--- config.mk ---
export PLATFORM = sky130hd
export DESIGN_NAME = lc3b_pipe
export DESIGN_NICKNAME = d
export VERILOG_FILES = /design/src/lc3b_pkg.sv /design/src/pipe_if.sv /design/src/decode_unit.sv /design/src/execute_unit.sv /design/src/fetch_unit.sv /design/src/lc3b_pipe.sv /design/src/reg_file.sv
export SDC_FILE = /design/constraint.sdc
export NUM_CORES = 1
export LEC_CHECK = 0
export BUFFER_PORTS_ARGS = -buffer_cell sky130_fd_sc_hd__buf_2
export CAP_MARGIN = 20
export CORE_AREA = 2 2 169 171
export DETAILED_ROUTE_END_ITERATION = 10
export DIE_AREA = 0 0 171 173
export PLACE_DENSITY = 0.83
export SYNTH_ARGS = -nofsm -noshare
export SYNTH_HDL_FRONTEND = slang
export SYNTH_SLANG_ARGS = --single-unit
export TNS_END_PERCENT = 20
--- constraint.sdc ---
create_clock -name clk -period 4 [get_ports clk]
set_input_delay 0.8 -clock clk [delete_from_list [all_inputs] [get_ports clk]]
set_output_delay 0.8 -clock clk [all_outputs]
set_load 0.01 [all_outputs]
--- src/lc3b_pkg.sv ---
// LC-3b core package
// Word, register and cc types, opcode and ALU-operation encodings,
// reset values for the integer pipeline
`default_nettype none

package lc3b_pkg;

	localparam int WORD_W = 16;
	localparam int NUM_REGS = 8;

	typedef logic [WORD_W-1:0] word_t;
	typedef logic [2:0] reg_idx_t;

	// One-hot N Z P flags
	typedef logic [2:0] cc_t;

	localparam cc_t CC_N = 3'b100;
	localparam cc_t CC_Z = 3'b010;
	localparam cc_t CC_P = 3'b001;

	localparam word_t RESET_PC = 16'h0000;
	localparam cc_t CC_RESET = CC_Z;
	localparam word_t PC_STEP = 16'd2;

	// Full LC-3b opcode map of which only a few execute here
	typedef enum logic [3:0]
	{
		op_br   = 4'b0000,
		op_add  = 4'b0001,
		op_ldb  = 4'b0010,
		op_stb  = 4'b0011,
		op_jsr  = 4'b0100,
		op_and  = 4'b0101,
		op_ldr  = 4'b0110,
		op_str  = 4'b0111,
		op_rti  = 4'b1000,
		op_not  = 4'b1001,
		op_ldi  = 4'b1010,
		op_sti  = 4'b1011,
		op_jmp  = 4'b1100,
		op_shf  = 4'b1101,
		op_lea  = 4'b1110,
		op_trap = 4'b1111
	} opcode_t;

	typedef enum logic [2:0]
	{
		alu_add,
		alu_and,
		alu_not,
		alu_lshf,
		alu_rshfl,
		alu_rshfa,
		alu_pass
	} alu_op_t;

endpackage : lc3b_pkg

`default_nettype wire

--- src/pipe_if.sv ---
// Pipeline bundles
// issue_if carries a decoded instruction into execute,
// wb_if carries the execute result back to the register file
`timescale 1ns/10ps
`default_nettype none

interface issue_if;
	import lc3b_pkg::*;

	logic valid;
	alu_op_t alu_op;
	reg_idx_t dest;
	reg_idx_t src1;
	reg_idx_t src2;
	word_t sr1_val;
	word_t sr2_val;
	word_t imm;
	logic imm_sel;
	word_t pc;
	logic set_cc;

	modport src (output valid, alu_op, dest, src1, src2, sr1_val, sr2_val,
		imm, imm_sel, pc, set_cc);
	modport dst (input valid, alu_op, dest, src1, src2, sr1_val, sr2_val,
		imm, imm_sel, pc, set_cc);
endinterface : issue_if

interface wb_if;
	import lc3b_pkg::*;

	logic valid;
	reg_idx_t dest;
	word_t data;
	logic set_cc;

	modport src (output valid, dest, data, set_cc);
	modport dst (input valid, dest, data, set_cc);
endinterface : wb_if

`default_nettype wire

--- src/decode_unit.sv ---
// Decode stage
// Maps the opcode to an ALU operation, extracts the immediate and
// registers the operands into the decode/execute bundle
`timescale 1ns/10ps
`default_nettype none

module decode_unit
(
	input logic clk,
	input logic i_rst,
	input logic i_valid,
	input lc3b_pkg::word_t i_ir,
	input lc3b_pkg::word_t i_pc,
	output lc3b_pkg::reg_idx_t o_src1,
	output lc3b_pkg::reg_idx_t o_src2,
	input lc3b_pkg::word_t i_sr1_val,
	input lc3b_pkg::word_t i_sr2_val,
	issue_if.src issue
);
	import lc3b_pkg::*;

	opcode_t opcode;
	alu_op_t alu_op;
	word_t imm;
	logic imm_sel;
	logic set_cc;
	logic supported;

	assign opcode = opcode_t'(i_ir[15:12]);

	assign o_src1 = i_ir[8:6];
	assign o_src2 = i_ir[2:0];

	always_comb
	begin
		alu_op = alu_add;
		imm = {{11{i_ir[4]}}, i_ir[4:0]};
		imm_sel = 1'b0;
		set_cc = 1'b1;
		supported = 1'b1;
		case (opcode)
			op_add:
			begin
				alu_op = alu_add;
				imm_sel = i_ir[5];
			end
			op_and:
			begin
				alu_op = alu_and;
				imm_sel = i_ir[5];
			end
			op_not:
				alu_op = alu_not;
			op_shf:
			begin
				// IR[4] picks the direction and IR[5] the arithmetic right shift
				if (!i_ir[4])
					alu_op = alu_lshf;
				else if (i_ir[5])
					alu_op = alu_rshfa;
				else
					alu_op = alu_rshfl;
				imm = {12'b0, i_ir[3:0]};
				imm_sel = 1'b1;
			end
			op_lea:
			begin
				alu_op = alu_pass;
				imm = {{6{i_ir[8]}}, i_ir[8:0], 1'b0};
				imm_sel = 1'b1;
				set_cc = 1'b0;
			end
			default:
			begin
				set_cc = 1'b0;
				supported = 1'b0;
			end
		endcase
	end

	always_ff @(posedge clk)
	begin
		if (i_rst)
			issue.valid <= 1'b0;
		else
			issue.valid <= i_valid & supported;
	end

	always_ff @(posedge clk)
	begin
		issue.alu_op <= alu_op;
		issue.dest <= i_ir[11:9];
		issue.src1 <= o_src1;
		issue.src2 <= o_src2;
		issue.sr1_val <= i_sr1_val;
		issue.sr2_val <= i_sr2_val;
		issue.imm <= imm;
		issue.imm_sel <= imm_sel;
		issue.pc <= i_pc;
		issue.set_cc <= set_cc;
	end

endmodule : decode_unit

`default_nettype wire

--- src/execute_unit.sv ---
// Execute stage
// Forwards from the execute/writeback register, runs the ALU, the
// shifter or the LEA adder and registers the result for writeback
`timescale 1ns/10ps
`default_nettype none

module execute_unit
(
	input logic clk,
	input logic i_rst,
	issue_if.dst issue,
	wb_if.src wb
);
	import lc3b_pkg::*;

	word_t op_a;
	word_t reg_b;
	word_t op_b;
	word_t lea_addr;
	word_t result;
	logic fwd_a;
	logic fwd_b;
	logic [3:0] shamt;

	// Previous result is still in flight to the register file
	assign fwd_a = wb.valid && (wb.dest == issue.src1);
	assign fwd_b = wb.valid && (wb.dest == issue.src2) && !issue.imm_sel;

	assign op_a = fwd_a ? wb.data : issue.sr1_val;
	assign reg_b = fwd_b ? wb.data : issue.sr2_val;
	assign op_b = issue.imm_sel ? issue.imm : reg_b;

	assign shamt = issue.imm[3:0];

	// pc already points past the instruction
	assign lea_addr = issue.pc + issue.imm;

	always_comb
	begin
		case (issue.alu_op)
			alu_add:
				result = op_a + op_b;
			alu_and:
				result = op_a & op_b;
			alu_not:
				result = ~op_a;
			alu_lshf:
				result = op_a << shamt;
			alu_rshfl:
				result = op_a >> shamt;
			alu_rshfa:
				result = word_t'($signed(op_a) >>> shamt);
			alu_pass:
				result = lea_addr;
			default:
				result = op_a;
		endcase
	end

	always_ff @(posedge clk)
	begin
		if (i_rst)
			wb.valid <= 1'b0;
		else
			wb.valid <= issue.valid;
	end

	always_ff @(posedge clk)
	begin
		wb.dest <= issue.dest;
		wb.data <= result;
		wb.set_cc <= issue.set_cc;
	end

endmodule : execute_unit

`default_nettype wire

--- src/fetch_unit.sv ---
// Fetch stage
// Holds the PC and drives the instruction port; on a response the
// instruction and its next address go into the fetch/decode register
`timescale 1ns/10ps
`default_nettype none

module fetch_unit
(
	input logic clk,
	input logic i_rst,
	input logic i_imem_resp,
	input lc3b_pkg::word_t i_imem_rdata,
	output lc3b_pkg::word_t o_imem_addr,
	output logic o_imem_read,
	output logic o_valid,
	output lc3b_pkg::word_t o_ir,
	output lc3b_pkg::word_t o_pc
);
	import lc3b_pkg::*;

	word_t pc;
	word_t pc_next;
	logic read_en;
	logic accept;

	assign pc_next = pc + PC_STEP;

	// Only a response to an issued read counts
	assign accept = read_en & i_imem_resp;

	assign o_imem_addr = pc;
	assign o_imem_read = read_en;

	always_ff @(posedge clk)
	begin
		if (i_rst)
		begin
			pc <= RESET_PC;
			read_en <= 1'b0;
			o_valid <= 1'b0;
		end
		else
		begin
			read_en <= 1'b1;
			// No response means a bubble into decode
			o_valid <= accept;
			if (accept)
				pc <= pc_next;
		end
	end

	always_ff @(posedge clk)
	begin
		if (accept)
		begin
			o_ir <= i_imem_rdata;
			o_pc <= pc_next;
		end
	end

endmodule : fetch_unit

`default_nettype wire

--- src/lc3b_pipe.sv ---
// LC-3b integer pipeline top
// Fetch, decode, execute and the register file, with the instruction
// port and the writeback result brought out as plain ports
`timescale 1ns/10ps
`default_nettype none

module lc3b_pipe
(
	input logic clk,
	input logic i_rst,
	input logic i_imem_resp,
	input lc3b_pkg::word_t i_imem_rdata,
	output lc3b_pkg::word_t o_imem_addr,
	output logic o_imem_read,
	output logic o_wb_valid,
	output lc3b_pkg::reg_idx_t o_wb_dest,
	output lc3b_pkg::word_t o_wb_data,
	output lc3b_pkg::cc_t o_cc
);
	import lc3b_pkg::*;

	logic fd_valid;
	word_t fd_ir;
	word_t fd_pc;
	reg_idx_t src1;
	reg_idx_t src2;
	word_t sr1_val;
	word_t sr2_val;

	issue_if issue ();
	wb_if wb ();

	fetch_unit fetch_unit_inst
	(
		.clk,
		.i_rst,
		.i_imem_resp,
		.i_imem_rdata,
		.o_imem_addr,
		.o_imem_read,
		.o_valid(fd_valid),
		.o_ir(fd_ir),
		.o_pc(fd_pc)
	);

	decode_unit decode_unit_inst
	(
		.clk,
		.i_rst,
		.i_valid(fd_valid),
		.i_ir(fd_ir),
		.i_pc(fd_pc),
		.o_src1(src1),
		.o_src2(src2),
		.i_sr1_val(sr1_val),
		.i_sr2_val(sr2_val),
		.issue(issue.src)
	);

	reg_file reg_file_inst
	(
		.clk,
		.i_rst,
		.wb(wb.dst),
		.i_src1(src1),
		.i_src2(src2),
		.o_sr1_val(sr1_val),
		.o_sr2_val(sr2_val),
		.o_cc
	);

	execute_unit execute_unit_inst
	(
		.clk,
		.i_rst,
		.issue(issue.dst),
		.wb(wb.src)
	);

	assign o_wb_valid = wb.valid;
	assign o_wb_dest = wb.dest;
	assign o_wb_data = wb.data;

endmodule : lc3b_pipe

`default_nettype wire

--- src/reg_file.sv ---
// Register file
// Eight general registers plus the condition codes, written from
// writeback; reads see a same-cycle write
`timescale 1ns/10ps
`default_nettype none

module reg_file
(
	input logic clk,
	input logic i_rst,
	wb_if.dst wb,
	input lc3b_pkg::reg_idx_t i_src1,
	input lc3b_pkg::reg_idx_t i_src2,
	output lc3b_pkg::word_t o_sr1_val,
	output lc3b_pkg::word_t o_sr2_val,
	output lc3b_pkg::cc_t o_cc
);
	import lc3b_pkg::*;

	word_t regs [NUM_REGS];
	cc_t cc;
	cc_t wb_cc;

	always_comb
	begin
		if (wb.data[WORD_W-1])
			wb_cc = CC_N;
		else if (wb.data == '0)
			wb_cc = CC_Z;
		else
			wb_cc = CC_P;
	end

	always_ff @(posedge clk)
	begin
		if (i_rst)
		begin
			for (int i = 0; i < NUM_REGS; i++)
				regs[i] <= '0;
			cc <= CC_RESET;
		end
		else if (wb.valid)
		begin
			regs[wb.dest] <= wb.data;
			if (wb.set_cc)
				cc <= wb_cc;
		end
	end

	// Write-before-read bypass
	assign o_sr1_val = (wb.valid && wb.dest == i_src1) ? wb.data : regs[i_src1];
	assign o_sr2_val = (wb.valid && wb.dest == i_src2) ? wb.data : regs[i_src2];

	assign o_cc = cc;

endmodule : reg_file

`default_nettype wire

Word-level counts from Yosys, hierarchy flattened
Memory sizes are Yosys's and may differ from the RTL's. A register that Yosys moved wholly into a read port is not among the register bits.
Index checks and enable logic that the tools add are counted.

word-level totals
  bits in registers = 153
  RAM bits = 128
  logic and storage cells = 87
  memories kept = 1

memory list
  name                words  bits a word  rd ports  clocked after memory_dff  wr ports  RTL line        RTL
  reg_file_inst.regs  8      16           2         2                         8         reg_file.sv:20  word_t regs [NUM_REGS];

operators by class
  add/subtract/negate cells = 3
  equal/unequal tests = 15
  shifts and indexed selects = 3
  multiplexer cells = 26
  bitwise logic cells = 4
  reductions and logical operators = 14

operator list
  cell                                                                   number
  16-bit case mux with 7 select lines                                    1
  16-bit 2-to-1 mux                                                      6
  16-bit adder                                                           2
  16-bit case mux with 2 select lines                                    1
  16-bit by 2-bit adder with 16-bit output, second input constant        1
  16-bit bitwise AND                                                     1
  16-bit zero test                                                       1
  16-bit inverter                                                        1
  16-bit OR reduction                                                    1
  16-bit by 4-bit << shifter with 16-bit output                          1
  16-bit by 4-bit >> shifter with 16-bit output                          1
  16-bit by 4-bit >>> shifter with 16-bit output                         1
  3-bit 2-to-1 mux                                                       5
  3-bit equality test                                                    4
  4-bit equality test, second input constant                             3
  3-bit case mux with 4 select lines                                     1
  1-bit 2-to-1 mux                                                       10
  3-bit equality test, second input constant                             3
  3-bit by 2-bit equality test with 1-bit output, second input constant  2
  1-bit logical AND                                                      5
  5-bit OR reduction                                                     1
  4-bit by 1-bit equality test with 1-bit output, second input constant  1
  4-bit by 3-bit equality test with 1-bit output, second input constant  1
  2-bit OR reduction                                                     2
  8 further kinds                                                        9

Logic depth before layout (Yosys ltp)
  word-level depth = 7
  mapped depth = 17
  gate-level depth less buffers = 16

Modules after synthesis
Synthesis repeated with hierarchy kept, for this count alone.

second synthesis, totals
  cells, all modules = 1433
  area total of the unflattened synthesis = 15964.1 µm²

by module, submodules not included
  module        times used  cells an instance  area each (µm²)  sequential area each (µm²)
  reg_file      1           515                7274.5           3903.7
  execute_unit  1           647                4926.0           420.4
  fetch_unit    1           153                1955.6           1271.2
  decode_unit   1           118                1808.0           1461.4

Worst setup path before layout
Ideal clock, no wire load.

  path type = register to register
  start = register decode_unit_inst.issue.imm_sel
  end = register execute_unit_inst.wb.data[12]
  setup time = 0.148 ns
  arrival time = 4.085 ns
  data required time = 3.852 ns
  setup slack = -0.233 ns
  cell stages (with the launch flop) = 16
  path buffers = 2
  cells stage by stage = dfxtp_1 -> clkbuf_1 -> clkinv_1 -> nand4_1 -> clkbuf_1 -> mux2i_1 -> o21ai_0 -> ha_1 -> nor2b_1 -> o31a_1 -> or4_1 -> and3_1 -> a2111oi_0 -> xnor2_1 -> a221oi_1 -> a22oi_1

on the way
  cells in the longest elaborated chain, start to end = 6

RTL lines
  item                                                       RTL line                                RTL
  start: declaration                                         pipe_if.sv:23                           imm, imm_sel, pc, set_cc);
  1-bit zero test                                            execute_unit.sv:27                      assign fwd_b = wb.valid && (wb.dest == issue.src2) && !issue.imm_sel;
  1-bit logical AND                                          execute_unit.sv:27
  16-bit 2-to-1 mux                                          execute_unit.sv:30                      assign reg_b = fwd_b ? wb.data : issue.sr2_val;
  16-bit 2-to-1 mux (*)                                      execute_unit.sv:31                      assign op_b = issue.imm_sel ? issue.imm : reg_b;
  16-bit adder / 16-bit bitwise AND (equally long branches)  execute_unit.sv:42, execute_unit.sv:44
  16-bit case mux with 7 select lines (*)                    execute_unit.sv:40                      case (issue.alu_op)
  net execute_unit_inst.result[12]                           execute_unit.sv:20                      word_t result;
  end signal: assignment                                     execute_unit.sv:71                      wb.data <= result;
  end: declaration                                           pipe_if.sv:36                           modport src (output valid, dest, data, set_cc);

Mark *: on every way through the listed nets, which the timed path passes. The rest lies on a longest branch.
A chain may end at the register's enable or synchronous reset.

Final worst setup path
  start = register execute_unit_inst.wb.dest[0]
  end = register execute_unit_inst.wb.data[12]

on the way
  cells in the longest elaborated chain, start to end = 7

RTL lines
  item                                                       RTL line
  start: declaration                                         pipe_if.sv:36
  3-bit equality test                                        execute_unit.sv:27
  1-bit logical AND (2 in a row)                             execute_unit.sv:27
  16-bit 2-to-1 mux                                          execute_unit.sv:30
  16-bit 2-to-1 mux                                          execute_unit.sv:31
  16-bit adder / 16-bit bitwise AND (equally long branches)  execute_unit.sv:42, execute_unit.sv:44
  16-bit case mux with 7 select lines (*)                    execute_unit.sv:40
  net execute_unit_inst.result[12]                           execute_unit.sv:20

Marked as above.

==> summary.md <==
| Metric | Value |
|---|---|
| Status | `finished, final reports clean` |
| Critical Path Start Type | `flip-flop` |
| CP required | `between 4000 and 5000 ps` |
| Ys flop type | `edfxtp_1` |
| Drt initial violations | `between 1000 and 1500` |
| CTS sink cnt | `around 280` |
| Metal3 WL | `3600 um` |
| Final clock skew | `between 30 and 40 ps` |
| Number of global-route vias before repair | `roughly 12000` |
| Clock buffer depth | `3` |
| H-tree depth | `1` |
| Max Fclk | `roughly 260 MHz` |
| Share of layout cells above drive strength 1 | `0.193` |
| Crit path max-delay family | `simple AND/OR/NAND/NOR gates` |
| WS Path Type | `flip-flop to flip-flop` |
| Crit path largest cell delay | `approximately 460 ps` |
| Setup violations, final | `0` |
| Clock Latency Late Sink | `~570 ps` |
| GRT Total Usage | `0.306` |
| Clk Tree Root Cell | `clkbuf_16` |
| TritonCTS clock tree | `built` |
| Post-synth EDFFs | `~160` |
| Area delta synth->final | `12.1%` |
| CP max FO | `4` |
| Hpwl dp | `between 30000 and 40000 um` |
| I/O pin count | `59` |
| Worst-path clk slew | `70 ps` |
| Hold Vio Cnt, Final | `0` |
| Worst hold path class | `flip-flop to flip-flop` |
| Final Instance Area | `0.0174 mm^2` |
| Antenna-violating nets left | `0` |
| Core Box Area | `between 0.02 and 0.03 mm^2` |
| Synth unique cells | `73` |
| Chip Width | `approximately 170 um` |
| Syn_area_per_cell | `11.2 um^2` |
| Num rows | `just over 60` |
| Antenna cell count | `0` |
| DP Worst Slack | `-46.7 ps` |
| Via Count | `between 10000 and 15000` |
| R2R Setup Slk | `~200 ps` |
| GRT Residual Overflow | `0` |
| Maxcap violations | `0` |
| Total CTS buffers | `29` |
| WP data arrival | `4220 ps` |
| Initial Util | `0.563` |
| Vias per cell | `6.44` |
| Chip height | `173 um` |
| Post-synthesis register bit count | `approximately 280` |
| Slew headroom | `0.272` |
| Slowest cell on crit path | `or4_1` |
| Ys async rst share | `0` |
| Met1 WL | `16900 um` |
| Sequential area share after synthesis | `0.460` |
| First-pass GRT wire length | `between 60000 and 70000 um` |
| Largest net degree at the start of global routing | `42` |
| Slew @ Worst Pin | `about 1100 ps` |
| Hold_buf cts | `0` |
| Setup slack after layout | `198 ps` |
| DRT Pass-1 Iters | `5` |
| Tcrit/Tclk final | `0.951` |
| Peak VDD IR | `0.322 mV` |
| Synthesized area | `~0.016 mm^2` |
| Total wire length | `around 46000 um` |
| Syn nets | `around 1400` |
| Layout Nets | `1505` |
| Crit end category | `flip-flop` |
| CP Buf/Inv Count | `1` |
| Die area | `between 0.02 and 0.03 mm^2` |
| CP Cell Sequence | `xor2_1 > nor2_1 > nand4_1 > buf_4 > mux2i_1 > o21ai_0 > ha_1 > nor2b_1 > o31a_1 > or4_1 > and3_1 > a2111oi_4 > xnor2_1 > a221oi_2 > a22oi_1` |
| Leakage | `0.00714 uW` |
| Met2 wire length | `22500 um` |
| Top Layer Used | `met4` |
| Antenna violations before repair | `0` |
| Drt wl/cell | `24.6 um` |
| GPL Wtd Cong | `0.994` |
| Pwr dens | `between 400 and 500 mW/mm^2` |
| Post-Synthesis Cells | `about 1400` |
| Placed instance area | `roughly 0.016 mm^2` |
| DRC viols | `0` |
| Synth warn | `0` |
| Max Slew Vio Count | `0` |
| Port bufs | `57` |
| Fin crit period | `3800 ps` |
report_power, final:
| part | internal, uW | switching (uW) |
|---|---|---|
| logic | 672 | 896 |
| clock network | 1500 | 1160 |
| registers | 3200 | 340 |
layout make-up:
type                            instances  area (um^2)
Inverter                               30          113
Fill cell                            2118        10200
Sequential cell                       278         7160
Clock inverter                         15          138
Tap cell                              378          473
Timing Repair Buffer                  129          866
Clock buffer                           39          805
Multi-Input combinational cell        984         7880
cells by family (layout without fill, tap and decap cells):
group,count (synthesis),in the layout,synth area share
other,1,1,0.000241
AOI/OAI and AO/OA,255,255,0.103
adders and majority gates,34,34,0.0283
buffers and inverters,128,213,0.0352
muxes,179,179,0.195
and+or+nand+nor,460,460,0.146
DFF,278,278,0.460
xor gates and xnor gates,55,55,0.0324
synth_stat cells (5+ instances only):
| master | number | share of area |
|---|---|---|
| o22ai_1 | 6 | 0.0024 |
| a21oi_1 | 82 | 0.026 |
| mux2i_1 | 78 | 0.050 |
| ha_1 | 32 | 0.026 |
| and2_1 | 136 | 0.055 |
| nand4_1 | 7 | 0.0028 |
| nor4_1 | 8 | 0.0032 |
| a22oi_1 | 18 | 0.0087 |
| buf_6 | 5 | 0.0036 |
| mux4_1 | 10 | 0.017 |
| edfxtp_1 | 159 | 0.31 |
| nor3_1 | 17 | 0.0055 |
| xor2_1 | 27 | 0.015 |
| dfxtp_1 | 119 | 0.15 |
| nand2b_1 | 5 | 0.0020 |
| a211oi_1 | 8 | 0.0039 |
| nand2_1 | 122 | 0.029 |
| inv_1 | 25 | 0.0060 |
| a21o_1 | 11 | 0.0053 |
| a31oi_1 | 12 | 0.0048 |
| o21ai_0 | 60 | 0.019 |
| a2111oi_0 | 7 | 0.0039 |
| buf_1 | 14 | 0.0034 |
| clkbuf_1 | 71 | 0.017 |
| nand3_1 | 20 | 0.0064 |
| nor2b_1 | 10 | 0.0040 |
| xnor2_1 | 25 | 0.014 |
| mux4_2 | 84 | 0.12 |
| nor2_1 | 108 | 0.026 |
| or3_1 | 8 | 0.0032 |
| and3_1 | 8 | 0.0032 |
| buf_2 | 5 | 0.0016 |
per-layer routing:
layer / vias up / global-route usage
li1: 5276 / -
met3: 172 / 0.0499
met4: 0 / 0.166
met1: 5837 / 0.379
met5: - / 0
met2: 641 / 0.512
registers in the layout (all words and copies together) (netlist names), 10 cells and up, named ones only:
signal	cells
fetch_unit_inst.o_ir	16
decode_unit_inst.issue.imm	10
fetch_unit_inst.o_pc	15
decode_unit_inst.issue.pc	15
decode_unit_inst.issue.sr2_val	16
decode_unit_inst.issue.sr1_val	16
reg_file_inst.regs	128
execute_unit_inst.wb.data	16
fetch_unit_inst.o_imem_addr	15
worst paths after layout:
kind                                start                        endpoint  depth (start not counted)
max          execute_unit_inst.wb.dest[0]   execute_unit_inst.wb.data[12]                         15
min              fetch_unit_inst.o_ir[11]  decode_unit_inst.issue.dest[2]                          0
max reg2reg  execute_unit_inst.wb.dest[0]   execute_unit_inst.wb.data[12]                         15
min reg2reg      fetch_unit_inst.o_ir[11]  decode_unit_inst.issue.dest[2]                          0
stage by stage:
stage	power, uW	std cells	hold WS (ps)	TNS (ps)	util
5_1_grt	8010	1853	349	-14.3	0.631
3_3_place_gp	5060	1796	314	0	0.594
4_1_cts	7710	1851	342	0	0.628
2_1_floorplan	4420	1390	310	0	-
6_report	7770	1853	341	0	0.631
3_5_place_dp	5080	1797	317	-46.7	0.594
worst register-to-register path: cells and delay by family, from the launching register on:
kind	cells	cell delay (ps)
simple gates	5	1160
compound gates	5	1110
flops	1	360
fa+ha+maj	1	350
xor+xnor	2	300
buf+inv	1	240
mux	1	150
cells in the final DEF (no fill, tap or decap), types with 20 or more instances in the layout:
cell,synthesis,routed
mux2i_1,78,78
mux4_2,84,84
nand3_1,20,20
edfxtp_1,159,159
xor2_1,27,27
inv_1,25,25
nor2_1,108,108
clkbuf_16,0,30
buf_2,5,57
a21oi_1,82,82
xnor2_1,25,25
and2_1,136,136
buf_4,2,69
o21ai_0,60,54
dfxtp_1,119,116
ha_1,32,32
nand2_1,122,122
timing repair:
| action | CTS | global route |
|---|---|---|
| setup buffers | 0 | 0 |
| setup endpoints to repair | 1 | 2 |
| resized for setup | 2 | 4 |
| pin swaps | 0 | 1 |
Note: power is estimated with default switching activity, not from simulation.
